File: src/bridge_defs.svh
// bridge widths and reset timing, included by every rtl file and package of the host bridge
`ifndef BRIDGE_DEFS_SVH
`define BRIDGE_DEFS_SVH

// host bus halfword
`define BRIDGE_HALF_WIDTH 8

// ram word holds two bus halfwords
`define BRIDGE_WORD_WIDTH (2 * `BRIDGE_HALF_WIDTH)

// one address phase carries the whole word address
`define BRIDGE_ADDR_WIDTH `BRIDGE_HALF_WIDTH

// clock50 cycles the bridge stays quiet after reset falls
`define BRIDGE_RESET_STRETCH 16

`endif
File: src/mem_pkg.sv
// memory side types, the word address and the word seen as ram data or as bus halfwords
`include "bridge_defs.svh"

package mem_pkg;

	typedef logic [`BRIDGE_ADDR_WIDTH-1:0] addr_t;

	// same 16 bits, either as stored in the ram or as the two halves the host moves
	typedef union packed {
		logic [`BRIDGE_WORD_WIDTH-1:0] word;
		struct packed {
			logic [`BRIDGE_HALF_WIDTH-1:0] high; // sent first
			logic [`BRIDGE_HALF_WIDTH-1:0] low;
		} half;
	} word_u;

endpackage

File: src/address_pointer.sv
// word address register, loaded by an address transfer and stepped after each finished word
`include "bridge_defs.svh"

module address_pointer import mem_pkg::*; (
	input  logic clock50,
	input  logic reset,
	input  logic addr_load,
	input  logic addr_step,
	input  logic [`BRIDGE_HALF_WIDTH-1:0] bus_in,
	output addr_t addr
);

	always_ff @(posedge clock50) begin
		if (reset) begin
			addr <= '0;
		end else if (addr_load) begin
			addr <= bus_in; // whole address in one phase
		end else if (addr_step) begin
			addr <= addr + 1'b1; // wraps at top of memory
		end
	end

endmodule

File: config.mk
export PLATFORM = sky130hd
export DESIGN_NAME = address_pointer
export DESIGN_NICKNAME = d
export VERILOG_FILES = /design/src/mem_pkg.sv /design/src/address_pointer.sv
export VERILOG_INCLUDE_DIRS = /design/src
export SDC_FILE = /design/constraint.sdc
export NUM_CORES = 1
export LEC_CHECK = 0
export BUFFER_PORTS_ARGS = -buffer_cell sky130_fd_sc_hd__buf_2
export CORE_AREA = 4 4 41 43
export CTS_CLUSTER_SIZE = 28
export DETAILED_ROUTE_END_ITERATION = 6
export DIE_AREA = 0 0 45 47
export SYNTH_ARGS = -nofsm -noshare
export SYNTH_HDL_FRONTEND = slang
export SYNTH_SLANG_ARGS = --single-unit
export TNS_END_PERCENT = 1
File: constraint.sdc
create_clock -name clock50 -period 2.3 [get_ports clock50]
set_input_delay 0.46 -clock clock50 [delete_from_list [all_inputs] [get_ports clock50]]
set_output_delay 0.46 -clock clock50 [all_outputs]
set_load 0.01 [all_outputs]
==> summary.json, run 1 <==
{
  "max_freq": {"value": 0.707, "unit": "GHz"},
  "multi_input_area": {"value": 274, "unit": "um2"},
  "detail_route.first_pass.iterations": {"value": 4},
  "detail_route.iter0.violations": {"value": 8},
  "cts_max_path_buffers": {"value": 2},
  "timing.critical_path.max_delay_family": {"value": "simple AND/OR/NAND/NOR gates"},
  "post-cts-setup-buffer-count": {"value": 0},
  "proportion_of_layout_cells_with_a_drive_suffix_above_1": {"value": 0.319},
  "netlist_area_before_placement": {"value": 464, "unit": "um2"},
  "cellInternalPower": {"value": 238, "unit": "uW"},
  "vias_in_the_first_global_route": {"value": 397},
  "syn-num-nets": {"value": 66},
  "synth.avg_cell_area": {"value": 8.76, "unit": "um2"},
  "via_per_inst": {"value": 5.22},
  "final.period_utilization": {"value": 0.615},
  "effective_utilization_at_floorplan": {"value": 0.357},
  "worstSkewPairLatency": {"value": 0.25, "unit": "ns"},
  "hold_class": {"value": "in2reg"},
  "worst-endpoint-arrival": {"value": 1.59, "unit": "ns"},
  "die_area": {"value": 2120, "unit": "um2"},
  "totalNegativeSetupSlack": {"value": 0, "unit": "ns"},
  "synth-compound-area-share": {"value": 0.181},
  "ant_diodes": {"value": 0},
  "cts_buffers": {"value": 3},
  "floorplan.die.width": {"value": 45, "unit": "um"},
  "grt_first_pass_wirelength": {"value": 1620, "unit": "um"},
  "critical_path.slowest_cell": {"value": "or4_1"},
  "grt_start_max_net_pins": {"value": 12},
  "post_cts.resized_instances": {"value": 0},
  "worst_path_largest_cell_delay": {"value": 0.47, "unit": "ns"},
  "simple_gate_area_share_of_the_yosys_netlist": {"value": 0.240},
  "worstMarginPinSlew": {"value": 0.250, "unit": "ns"},
  "yosys_register_bits": {"value": 8},
  "fp.coreArea": {"value": 1300, "unit": "um2"},
  "timing.final.max_slew_violations": {"value": 0},
  "critical_path.cell_chain": {"value": "buf_2 > or3b_1 > or4_1 > o211ai_1"},
  "antenna_left": {"value": 0},
  "cts_max_level": {"value": 1},
  "p_sw_frac": {"value": 0.271},
  "seq_area_frac_synth": {"value": 0.345},
  "largest_register_ffs": {"value": 8},
  "max-slew-margin-rel": {"value": 0.833},
  "place_hpwl": {"value": 760, "unit": "um"},
  "critPathLaunchType": {"value": "input port"},
  "syn_to_final_growth": {"value": 24.5, "unit": "%"},
  "combinational_family_with_the_most_area_after_synthesis": {"value": "simple AND/OR/NAND/NOR gates"},
  "p_comb_frac": {"value": 0.179},
  "fp.dieH": {"value": 47, "unit": "um"},
  "hold_violations": {"value": 0},
  "seqPwrFrac": {"value": 0.495},
  "final_nets": {"value": 87},
  "num_io_pins": {"value": 20},
  "static_leakage": {"value": 0.000249, "unit": "uW"},
  "drcViolationCount": {"value": 0},
  "globalRouteTotalUtil": {"value": 0.108},
  "grt_overflow_total": {"value": 0},
  "power_per_cell_area": {"value": 565, "unit": "nW/um2"},
  "pre_cts_slack": {"value": 0.623, "unit": "ns"},
  "max_cap_viol_count": {"value": 0},
  "placer_congestion": {"value": 0.700},
  "antenna_found_initial": {"value": 0},
  "synthesis.instances": {"value": 53},
  "layout_common_cells": {"value": "buf_2 (19), dfxtp_1 (8), nor2_1 (5)"},
  "cts_tree": {"value": "done"},
  "synth.yosys.warnings": {"value": 0},
  "area_share_of_xor_xnor_cells_in_the_synthesized_design": {"value": 0.0755},
  "yosys.area_share.adder": {"value": 0.0270},
  "final-seq-area": {"value": 160, "unit": "um2"},
  "largest_register": {"value": "addr"},
  "netlist-cell-type-count": {"value": 22},
  "cts.root.buffer_cell": {"value": "clkbuf_4"},
  "layout.cells.most_common": {"value": "buf_2"},
  "critical_path_required": {"value": 2.48, "unit": "ns"},
  "finalSetupViolCount": {"value": 0},
  "ctsHoldBuffers": {"value": 0},
  "vias": {"value": 454},
  "io_buffers": {"value": 19},
  "placement_rows": {"value": 13},
  "fin_crit": {"value": 1.41, "unit": "ns"},
  "path_class": {"value": "in2reg"},
  "wirelength": {"value": 982, "unit": "um"},
  "rsz0062_at_grt": {"value": "no"},
  "vdd.ir_drop.worst": {"value": 0.338, "unit": "mV"},
  "switchingPower": {"value": 88.7, "unit": "uW"},
  "clk_pin_slew_worst_paths": {"value": 0.05, "unit": "ns"},
  "power_frac_clock": {"value": 0.327},
  "cts.sink_count": {"value": 8},
  "critPathBufInv": {"value": 1},
  "clock_skew": {"value": 0.00201, "unit": "ns"},
  "fin_ws": {"value": 0.886, "unit": "ns"},
  "biggestRegsByFlops": {"value": "addr x8"},
  "critical_path.endpoint_type": {"value": "flop"},
  "routed_wire_length_per_instance": {"value": 11.3, "unit": "um"},
  "critical_path.max_fanout": {"value": 11},
  "run_status": {"value": "finished clean"},
  "fillCellCount": {"value": 154},
  "synth.area.mux_share": {"value": 0.0674}
}
==> kinds of logic after synthesis <==
kind of cell	after synthesis
compound gates	12
xor+xnor	4
fa+ha+maj	1
buf+inv	5
flops	8
mux	3
simple gates	20
==> routing by layer <==
metal / track usage / wire (um) / vias up
met4: 0.0877 / 10 / 0
met2: 0.169 / 445 / 11
met1: 0.123 / 447 / 204
li1: - / - / 237
met3: 0.0268 / 77 / 2
met5: 0 / 0 / -
==> final timing paths <==
kind / startpoint / end / slack, ns / depth (start not counted)
hold reg to reg: addr[7] / addr[7] / 0.54 / 2
setup / recovery: addr_load / addr[7] / 0.89 / 4
hold / removal: bus_in[1] / addr[1] / 0.44 / 3
setup reg to reg: addr[2] / addr[7] / 1.03 / 3
==> area by class of cell <==
class	count	share of cell area
Multi-Input combinational cell	40	0.474
Sequential cell	8	0.277
Timing Repair Buffer	19	0.165
Clock buffer	3	0.0390
Tap cell	15	0.0325
Inverter	2	0.0130
==> tightest hold or removal path, cell delays in order <==
cell and delay, ns:
buf_2 0.07, mux2i_1 0.05, nor2_1 0.07
==> metrics by stage <==
step / utilization / hold WS [ns] / cells / power [uW] / instance area [um2]
4_1_cts: 0.444 / 0.437 / 87 / 331 / 578
3_5_place_dp: 0.427 / 0.540 / 84 / 224 / 556
5_1_grt: 0.444 / 0.443 / 87 / 348 / 578
2_1_floorplan: - / 0.548 / 53 / 202 / 464
3_3_place_gp: 0.427 / 0.528 / 84 / 223 / 556
6_report: 0.444 / 0.443 / 87 / 327 / 578
==> cells in the mapped netlist, drive strengths merged <==
master | number | area (um2)
or4 | 2 | 15.0
nor3 | 1 | 5.00
nor2 | 5 | 18.8
clkbuf | 1 | 3.75
or3b | 1 | 8.76
mux2 | 1 | 11.3
nand3 | 3 | 15.0
a211oi | 3 | 22.5
o31a | 1 | 8.76
o211ai | 4 | 30.0
nand2 | 2 | 7.51
nand4 | 3 | 18.8
o21a | 1 | 7.51
buf | 2 | 18.8
mux2i | 2 | 20.0
xor2 | 4 | 35.0
inv | 2 | 7.51
ha | 1 | 12.5
a21oi | 3 | 15.0
dfxtp | 8 | 160
nor3b | 3 | 22.5
==> power groups by stage <==
| stage | Combinational (uW) | Sequential [uW] | Clock (uW) |
|---|---|---|---|
| 2_1_floorplan | 33.7 | 168 | 0 |
| 3_3_place_gp | 59.0 | 164 | 0 |
| 3_5_place_dp | 58.9 | 165 | 0 |
| 4_1_cts | 59.1 | 162 | 110 |
| 5_1_grt | 65.6 | 164 | 118 |
| 6_report | 58.4 | 162 | 107 |
Note: power is estimated with default switching activity, not from simulation.
==> run 2: changes to the inputs <==
--- a/config.mk
+++ b/config.mk
@@ -6,6 +6,7 @@
 export SDC_FILE = /design/constraint.sdc
 export NUM_CORES = 1
 export LEC_CHECK = 0
+export ABC_AREA = 1
 export BUFFER_PORTS_ARGS = -buffer_cell sky130_fd_sc_hd__buf_2
 export CORE_AREA = 4 4 41 43
 export CTS_CLUSTER_SIZE = 28
==> constraint.sdc (replaced) <==
create_clock -name clock50 -period 1.4 [get_ports clock50]
set_input_delay 0.28 -clock clock50 [delete_from_list [all_inputs] [get_ports clock50]]
set_output_delay 0.28 -clock clock50 [all_outputs]
set_load 0.01 [all_outputs]
==> run 2 against run 1 <==
Against the previous run:
- sequential power rose by 62%
- synthesized cell count rose by 32%
- non-clock buffer count did not move
- die area did not move
- hold slack got worse by 0.17 ns
- clock skew rose by 0.0058 ns
- power rose by 65%
- via count rose by 14%
- area after synthesis rose by 5.4%
- highest routed layer unchanged
==> summary.json, run 2 <==
{
  "run_status": {"value": "finished clean", "change": "unchanged"},
  "finalSetupViolCount": {"value": 0, "change": "unchanged"},
  "crit_top_cell": {"value": "nand2_1"},
  "critical_path.slowest_cell": {"value": "dfxtp_1", "change": "was or4_1"},
  "vdd.ir_drop.worst": {"value": 0.388, "unit": "mV", "change": "was 0.338 mV"},
  "grt_first_pass_wirelength": {"value": 2040, "unit": "um", "change": "was 1620 um"},
  "clk_pin_slew_worst_paths": {"value": 0.06, "unit": "ns", "change": "was 0.05 ns"},
  "final_nets": {"value": 106, "change": "was 87"},
  "synth_largest_area_cell": {"value": "dfxtp_1", "change": "unchanged"},
  "totalNegativeSetupSlack": {"value": 0, "unit": "ns", "change": "unchanged"},
  "power_per_cell_area": {"value": 876, "unit": "nW/um2", "change": "was 565 nW/um2"},
  "placer_congestion": {"value": 0.739, "change": "was 0.700"},
  "setup.reg_to_reg.worst_slack": {"value": 0.22, "unit": "ns", "change": "was 1.03 ns"},
  "fillCellCount": {"value": 146, "change": "was 154"},
  "globalRoute.busiestLayer": {"value": "met2", "change": "unchanged"},
  "syn_to_final_growth": {"value": 25.6, "unit": "%", "change": "was 24.5%"},
  "cts_tree": {"value": "done", "change": "unchanged"},
  "layout_common_cells": {"value": "buf_2 (19), nand2_1 (16), dfxtp_1 (8)", "change": "was buf_2 (19), dfxtp_1 (8), nor2_1 (5)"},
  "grt_overflow_total": {"value": 0, "change": "unchanged"},
  "timing.critical_path.max_delay_family": {"value": "flip-flops", "change": "was simple AND/OR/NAND/NOR gates"},
  "static_leakage": {"value": 0.000289, "unit": "uW", "change": "was 0.000249 uW"},
  "fp.dieH": {"value": 47, "unit": "um", "change": "unchanged"},
  "critPathBufInv": {"value": 1, "change": "unchanged"},
  "fin_crit": {"value": 1.18, "unit": "ns"},
  "place_hpwl": {"value": 947, "unit": "um", "change": "was 760 um"},
  "io_buffers": {"value": 19, "change": "unchanged"},
  "via_per_inst": {"value": 4.87, "change": "was 5.22"},
  "yosys_register_bits": {"value": 8, "change": "unchanged"},
  "detail_route.iter0.violations": {"value": 6, "change": "was 8"},
  "rsz0062_at_grt": {"value": "no", "change": "unchanged"},
  "antenna_left": {"value": 0, "change": "unchanged"},
  "top_cell_type_s_share_of_synthesized_area": {"value": 0.327, "change": "was 0.345"},
  "worst_path_largest_cell_delay": {"value": 0.41, "unit": "ns", "change": "was 0.47 ns"},
  "floorplan.die.width": {"value": 45, "unit": "um", "change": "unchanged"},
  "detail_route.first_pass.iterations": {"value": 4, "change": "unchanged"},
  "biggestRegsByFlops": {"value": "addr x8", "change": "unchanged"},
  "yosys-top-cells-count": {"value": "nand2_1 (16), dfxtp_1 (8), inv_1 (7)", "change": "was dfxtp_1 (8), nor2_1 (5), o211ai_1 (4), xor2_1 (4)"},
  "globalRouteTotalUtil": {"value": 0.138, "change": "was 0.108"},
  "max_cap_viol_count": {"value": 0, "change": "unchanged"},
  "synth.yosys.warnings": {"value": 0, "change": "unchanged"},
  "post-cts-setup-buffer-count": {"value": 0, "change": "unchanged"},
  "post_cts.resized_instances": {"value": 0, "change": "unchanged"},
  "reg2reg_from": {"value": "addr[0]", "change": "was addr[2]"},
  "worstSkewPairLatency": {"value": 0.25, "unit": "ns", "change": "about the same"},
  "final.period_utilization": {"value": 0.841},
  "timing.hold.ws": {"value": 0.270, "unit": "ns", "change": "was 0.443 ns"},
  "seq_area_frac_synth": {"value": 0.327, "change": "was 0.345"},
  "max-slew-margin-rel": {"value": 0.805, "change": "was 0.833"},
  "multi_input_area": {"value": 284, "unit": "um2", "change": "was 274 um2"},
  "critical_path.endpoint_type": {"value": "flop", "change": "unchanged"},
  "groute.layer.met3.usage": {"value": 0.0460, "change": "was 0.0268"},
  "effective_utilization_at_floorplan": {"value": 0.376, "change": "was 0.357"},
  "crit_path_start": {"value": "addr[0]", "change": "was addr_load"},
  "cts.sink_count": {"value": 8, "change": "unchanged"},
  "vias": {"value": 516, "change": "was 454"},
  "die_area": {"value": 2120, "unit": "um2", "change": "unchanged"},
  "worstSetupPathDepth": {"value": 6, "change": "was 4"},
  "worst-endpoint-arrival": {"value": 1.32, "unit": "ns", "change": "was 1.59 ns"},
  "fp.coreArea": {"value": 1300, "unit": "um2", "change": "unchanged"},
  "finish.instance_area": {"value": 614, "unit": "um2", "change": "was 578 um2"},
  "worstReg2RegEnd": {"value": "addr[4]", "change": "was addr[7]"},
  "netlist-cell-type-count": {"value": 20, "change": "was 22"},
  "num_io_pins": {"value": 20, "change": "unchanged"},
  "postPlaceCellArea": {"value": 592, "unit": "um2", "change": "was 556 um2"},
  "grtUsageMet2": {"value": 0.223, "change": "was 0.169"},
  "netlist_area_before_placement": {"value": 489, "unit": "um2", "change": "was 464 um2"},
  "critPathLaunchType": {"value": "flop", "change": "was input port"},
  "proportion_of_layout_cells_with_a_drive_suffix_above_1": {"value": 0.352, "change": "was 0.319"},
  "grt_start_max_net_pins": {"value": 9, "change": "was 12"},
  "synth.avg_cell_area": {"value": 6.99, "unit": "um2", "change": "was 8.76 um2"},
  "critical_path.cell_chain": {"value": "ha_1 > nand4_1 > nand2_1 > nand2_1 > o21ai_0 > inv_1", "change": "was buf_2 > or3b_1 > or4_1 > o211ai_1"},
  "drcViolationCount": {"value": 0, "change": "unchanged"},
  "postSynth.topFlopCell": {"value": "dfxtp_1", "change": "unchanged"},
  "synth_top_cells_by_area": {"value": "dfxtp_1 (33%), nand2_1 (12%), a22oi_1 (6.1%), inv_1 (5.4%), a21oi_1 (5.1%)", "change": "was dfxtp_1 (35%), xor2_1 (7.5%), o211ai_1 (6.5%), a211oi_1 (4.9%), nor3b_1 (4.9%)"},
  "reg2regPathDepth": {"value": 6, "change": "was 3"},
  "placement_rows": {"value": 13, "change": "unchanged"},
  "cts.root.buffer_cell": {"value": "clkbuf_4", "change": "unchanged"},
  "fin_ws": {"value": 0.223, "unit": "ns", "change": "was 0.886 ns"},
  "cts_max_level": {"value": 1, "change": "unchanged"},
  "pre_cts_slack": {"value": 0.227, "unit": "ns", "change": "was 0.623 ns"},
  "wirelength": {"value": 1210, "unit": "um", "change": "was 982 um"},
  "largest_register_ffs": {"value": 8, "change": "unchanged"},
  "final-seq-area": {"value": 160, "unit": "um2", "change": "unchanged"},
  "hold_class": {"value": "in2reg", "change": "unchanged"},
  "worstMarginPinSlew": {"value": 0.292, "unit": "ns", "change": "was 0.250 ns"},
  "timing.final.max_slew_violations": {"value": 0, "change": "unchanged"},
  "vias_in_the_first_global_route": {"value": 488, "change": "was 397"},
  "worstSetupEndpoint": {"value": "addr[4]", "change": "was addr[7]"},
  "routed_wire_length_per_instance": {"value": 11.4, "unit": "um", "change": "was 11.3 um"},
  "groute.layer.met1.usage": {"value": 0.155, "change": "was 0.123"},
  "layout.cells.most_common": {"value": "buf_2", "change": "unchanged"},
  "antenna_found_initial": {"value": 0, "change": "unchanged"},
  "synth_edf_count": {"value": 0, "change": "unchanged"},
  "max_freq": {"value": 0.849, "unit": "GHz"},
  "path_class": {"value": "reg2reg", "change": "was in2reg"},
  "largest_register": {"value": "addr", "change": "unchanged"},
  "syn-num-nets": {"value": 83, "change": "was 66"},
  "critical_path_required": {"value": 1.54, "unit": "ns", "change": "was 2.48 ns"},
  "cts_max_path_buffers": {"value": 2, "change": "unchanged"},
  "synth.most_common_cell": {"value": "nand2_1", "change": "was dfxtp_1"},
  "clock_skew": {"value": 0.00777, "unit": "ns", "change": "was 0.00201 ns"},
  "ctsHoldBuffers": {"value": 0, "change": "unchanged"},
  "synthArstFlopShare": {"value": 0, "change": "unchanged"},
  "synthesis.instances": {"value": 70, "change": "was 53"},
  "critical_path.max_fanout": {"value": 6, "change": "was 11"},
  "hold_violations": {"value": 0, "change": "unchanged"},
  "min-delay-start": {"value": "reset", "change": "was bus_in[1]"},
  "cts_buffers": {"value": 3, "change": "unchanged"},
  "ant_diodes": {"value": 0, "change": "unchanged"}
}
-- run 2: worst min path at each step --
| stage | to | cells after the start |
|---|---|---|
| CTS | addr[7] | 2 |
| global route | addr[7] | 2 |
| global placement | addr[7] | 2 |
| finish | addr[7] | 2 |
| detailed placement | addr[7] | 2 |
| floorplan | addr[7] | 1 |
-- run 2: cells by family (layout without fill, tap and decap cells) --
logic type / after synthesis / after routing / share of synthesized area
AO/OA/AOI/OAI: 16 / 16 / 0.207
XOR/XNOR: 1 / 1 / 0.0179
adder cells (fa/ha/maj): 1 / 1 / 0.0256
buffers and inverters: 10 / 31 / 0.0921
flip-flops: 8 / 8 / 0.327
AND/OR/NAND/NOR: 34 / 34 / 0.330
-- run 2: worst register-to-register path, cell delays in order, from the launching register on --
cell,delay [ns]
dfxtp_1,0.41
ha_1,0.23
nand4_1,0.12
nand2_1,0.08
nand2_1,0.04
o21ai_0,0.13
inv_1,0.05
-- run 2: final cells by class --
type / count / area share
multi-input cells: 52 / 0.462
repair buffers: 19 / 0.155
inverters: 9 / 0.0550
clock buffers: 3 / 0.0367
flip-flops and latches: 8 / 0.261
well taps: 15 / 0.0305
-- run 2: metrics by stage --
stage | util | cells | total power [uW]
finish | 0.472 | 106 | 538
global route | 0.472 | 106 | 578
CTS | 0.472 | 106 | 546
detailed placement | 0.455 | 103 | 366
global placement | 0.455 | 103 | 364
floorplan | - | 70 | 323
-- run 2: where the power goes --
part / total (uW) / internal [uW] / switching (uW)
Clock: 178 / 98.2 / 79.8
Sequential: 263 / 243 / 20.4
Combinational: 96.6 / 43.4 / 53.3
Total: 538 / 385 / 154
-- run 2: routing by layer --
| layer | vias to the layer above | share of wire |
|---|---|---|
| li1 | 275 | - |
| met1 | 223 | 0.45 |
| met4 | 0 | 0.012 |
| met3 | 2 | 0.070 |
| met5 | - | 0 |
| met2 | 16 | 0.47 |
==> run 3: changes to the inputs <==
--- a/config.mk
+++ b/config.mk
@@ -6,7 +6,7 @@
 export SDC_FILE = /design/constraint.sdc
 export NUM_CORES = 1
 export LEC_CHECK = 0
-export ABC_AREA = 1
+export ABC_AREA = 0
 export BUFFER_PORTS_ARGS = -buffer_cell sky130_fd_sc_hd__buf_2
 export CORE_AREA = 4 4 41 43
 export CTS_CLUSTER_SIZE = 28
==> constraint.sdc (replaced) <==
create_clock -name clock50 -period 1.05 [get_ports clock50]
set_input_delay 0.21 -clock clock50 [delete_from_list [all_inputs] [get_ports clock50]]
set_output_delay 0.21 -clock clock50 [all_outputs]
set_load 0.01 [all_outputs]
==> run 3 against run 2 <==
Against the previous run:
- largest cell class unchanged
- first-iteration DRC count fell by 33%
- count of clock-buffer cells in the layout unchanged
- power up 52%
- routed wire length rose by 6.9%
- the run now ends with setup timing left
- cell count is 6.6% lower
- non-clock buffer count is 12 higher
- register-to-register slack got worse by 0.30 ns
- critical path depth fell by 2
- critical path type unchanged
- hold slack got worse by 0.060 ns
- global-route usage rose by 1.1 points
==> summary.json, run 3 (synthesis gave the netlist of run 1 again) <==
{
  "run_status": {"value": "finished with violations", "change": "was finished clean"},
  "failed_checks": {"value": "setup timing"},
  "hold_class": {"value": "in2reg", "change": "unchanged"},
  "rsz0062_at_grt": {"value": "yes", "change": "was no"},
  "cts.root.buffer_cell": {"value": "clkbuf_4", "change": "unchanged"},
  "finalSetupViolCount": {"value": 8, "change": "was 0"},
  "postPlaceCellArea": {"value": 648, "unit": "um2", "change": "was 592 um2"},
  "fin_crit": {"value": 1.13, "unit": "ns", "change": "was 1.18 ns"},
  "vdd.ir_drop.worst": {"value": 0.453, "unit": "mV", "change": "was 0.388 mV"},
  "globalRouteTotalUtil": {"value": 0.150, "change": "was 0.138"},
  "critical_path.max_fanout": {"value": 3, "change": "was 6"},
  "placement_rows": {"value": 13, "change": "unchanged"},
  "final-seq-area": {"value": 173, "unit": "um2", "change": "was 160 um2"},
  "cts_max_path_buffers": {"value": 2, "change": "unchanged"},
  "max_cap_viol_count": {"value": 0, "change": "unchanged"},
  "placer_congestion": {"value": 0.701, "change": "was 0.739"},
  "detail_route.iter0.violations": {"value": 4, "change": "was 6"},
  "via_per_inst": {"value": 5.36, "change": "was 4.87"},
  "path_class": {"value": "reg2reg", "change": "unchanged"},
  "antenna_left": {"value": 0, "change": "unchanged"},
  "largest_register": {"value": "addr", "change": "unchanged"},
  "post-cts-setup-buffer-count": {"value": 0, "change": "unchanged"},
  "hold_violations": {"value": 0, "change": "unchanged"},
  "layout_common_cells": {"value": "buf_2 (13), buf_6 (9), buf_4 (9)", "change": "was buf_2 (19), nand2_1 (16), dfxtp_1 (8)"},
  "biggestRegsByFlops": {"value": "addr x8", "change": "unchanged"},
  "grt_overflow_total": {"value": 0, "change": "unchanged"},
  "layout.cells.most_common": {"value": "buf_2", "change": "unchanged"},
  "min-delay-start": {"value": "bus_in[1]", "change": "was reset"},
  "worstReg2RegEnd": {"value": "addr[1]", "change": "was addr[4]"},
  "pre_cts_slack": {"value": -0.216, "unit": "ns", "change": "was 0.227 ns"},
  "critical_path_required": {"value": 1.19, "unit": "ns", "change": "was 1.54 ns"},
  "routed_wire_length_per_instance": {"value": 13.0, "unit": "um", "change": "was 11.4 um"},
  "static_leakage": {"value": 0.000329, "unit": "uW", "change": "was 0.000289 uW"},
  "cts_max_level": {"value": 1, "change": "unchanged"},
  "ant_diodes": {"value": 0, "change": "unchanged"},
  "vias": {"value": 531, "change": "was 516"},
  "syn_to_final_growth": {"value": 67.4, "unit": "%", "change": "was 25.6%"},
  "grt_start_max_net_pins": {"value": 11, "change": "was 9"},
  "clk_pin_slew_worst_paths": {"value": 0.05, "unit": "ns", "change": "was 0.06 ns"},
  "grt_first_pass_wirelength": {"value": 2260, "unit": "um", "change": "was 2040 um"},
  "reg2reg_from": {"value": "addr[1]", "change": "was addr[0]"},
  "proportion_of_layout_cells_with_a_drive_suffix_above_1": {"value": 0.583, "change": "was 0.352"},
  "cts_tree": {"value": "done", "change": "unchanged"},
  "io_buffers": {"value": 19, "change": "unchanged"},
  "num_io_pins": {"value": 20, "change": "unchanged"},
  "worstSkewPairLatency": {"value": 0.25, "unit": "ns", "change": "about the same"},
  "drcViolationCount": {"value": 0, "change": "unchanged"},
  "fp.dieH": {"value": 47, "unit": "um", "change": "unchanged"},
  "setup.reg_to_reg.worst_slack": {"value": -0.08, "unit": "ns", "change": "was 0.22 ns"},
  "max-slew-margin-rel": {"value": 0.824, "change": "was 0.805"},
  "reg2regPathDepth": {"value": 4, "change": "was 6"},
  "fillCellCount": {"value": 126, "change": "was 146"},
  "worstMarginPinSlew": {"value": 0.264, "unit": "ns", "change": "was 0.292 ns"},
  "power_per_cell_area": {"value": 1050, "unit": "nW/um2", "change": "was 876 nW/um2"},
  "max_freq": {"value": 0.885, "unit": "GHz", "change": "was 0.849 GHz"},
  "multi_input_area": {"value": 322, "unit": "um2", "change": "was 284 um2"},
  "critical_path.endpoint_type": {"value": "flop", "change": "unchanged"},
  "timing.final.max_slew_violations": {"value": 0, "change": "unchanged"},
  "antenna_found_initial": {"value": 0, "change": "unchanged"},
  "effective_utilization_at_floorplan": {"value": 0.357, "change": "was 0.376"},
  "place_hpwl": {"value": 923, "unit": "um", "change": "was 947 um"},
  "final.period_utilization": {"value": 1.08, "change": "was 0.841"},
  "crit_path_start": {"value": "addr[1]", "change": "was addr[0]"},
  "worstSetupEndpoint": {"value": "addr[1]", "change": "was addr[4]"},
  "wirelength": {"value": 1290, "unit": "um", "change": "was 1210 um"},
  "die_area": {"value": 2120, "unit": "um2", "change": "unchanged"},
  "critPathLaunchType": {"value": "flop", "change": "unchanged"},
  "floorplan.die.width": {"value": 45, "unit": "um", "change": "unchanged"},
  "finish.instance_area": {"value": 777, "unit": "um2", "change": "was 614 um2"},
  "detail_route.first_pass.iterations": {"value": 6, "change": "was 4"},
  "largest_register_ffs": {"value": 8, "change": "unchanged"},
  "cts_buffers": {"value": 3, "change": "unchanged"},
  "worst-endpoint-arrival": {"value": 1.27, "unit": "ns", "change": "was 1.32 ns"},
  "vias_in_the_first_global_route": {"value": 566, "change": "was 488"},
  "ctsHoldBuffers": {"value": 0, "change": "unchanged"},
  "fp.coreArea": {"value": 1300, "unit": "um2", "change": "unchanged"},
  "clock_skew": {"value": 0.000987, "unit": "ns", "change": "was 0.00777 ns"},
  "fin_ws": {"value": -0.0795, "unit": "ns", "change": "was 0.223 ns"},
  "cts.sink_count": {"value": 8, "change": "unchanged"},
  "final_nets": {"value": 99, "change": "was 106"}
}
-- run 3: report_power, final --
| group | switching (uW) | internal (uW) |
|---|---|---|
| Combinational | 97.1 | 130 |
| Sequential | 26.2 | 329 |
| Clock | 103 | 131 |
-- run 3: worst max-delay path, cell delays in order (launching register included) --
cell and delay (ns):
dfxtp_4 0.36, ha_4 0.23, mux2_2 0.26, mux2i_1 0.12, nor2_1 0.05
-- run 3: per-stage QoR --
step | std cells | util | TNS [ns] | total power [uW] | hold slack, ns
2_1_floorplan | 53 | - | -0.802 | 446 | 0.357
3_3_place_gp | 96 | 0.498 | -0.706 | 533 | 0.444
3_5_place_dp | 96 | 0.498 | -0.855 | 536 | 0.452
4_1_cts | 99 | 0.580 | -0.398 | 813 | 0.188
5_1_grt | 99 | 0.597 | -0.933 | 871 | 0.238
6_report | 99 | 0.597 | -0.376 | 816 | 0.209
-- run 3: repair_timing --
item,in CTS,in global routing
endpoints found under the setup margin,11,13
pin swaps,10,1
resized for setup,19,6
-- run 3: worst min-delay path by stage --
stage          endpoint  slack, ns  cells after the start
6_report        addr[1]       0.21                      3
5_1_grt         addr[3]       0.24                      3
4_1_cts         addr[1]       0.19                      3
3_3_place_gp    addr[1]       0.44                      3
2_1_floorplan   addr[1]       0.36                      2
3_5_place_dp    addr[1]       0.45                      3
-- run 3: final cells by class --
| class | instances | share of cell area |
|---|---|---|
| repair buffers | 31 | 0.301 |
| inverters | 2 | 0.00966 |
| well taps | 15 | 0.0242 |
| multi-input cells | 40 | 0.414 |
| clock buffers | 3 | 0.0290 |
| flip-flops and latches | 8 | 0.222 |
-- run 3: metal layers --
layer / global-route usage / vias to the layer above / part of all wire
met1: 0.169 / 252 / 0.40
met4: 0.0936 / 0 / 0.0085
li1: - / 260 / -
met2: 0.260 / 15 / 0.53
met3: 0.0268 / 4 / 0.059
met5: 0 / - / 0
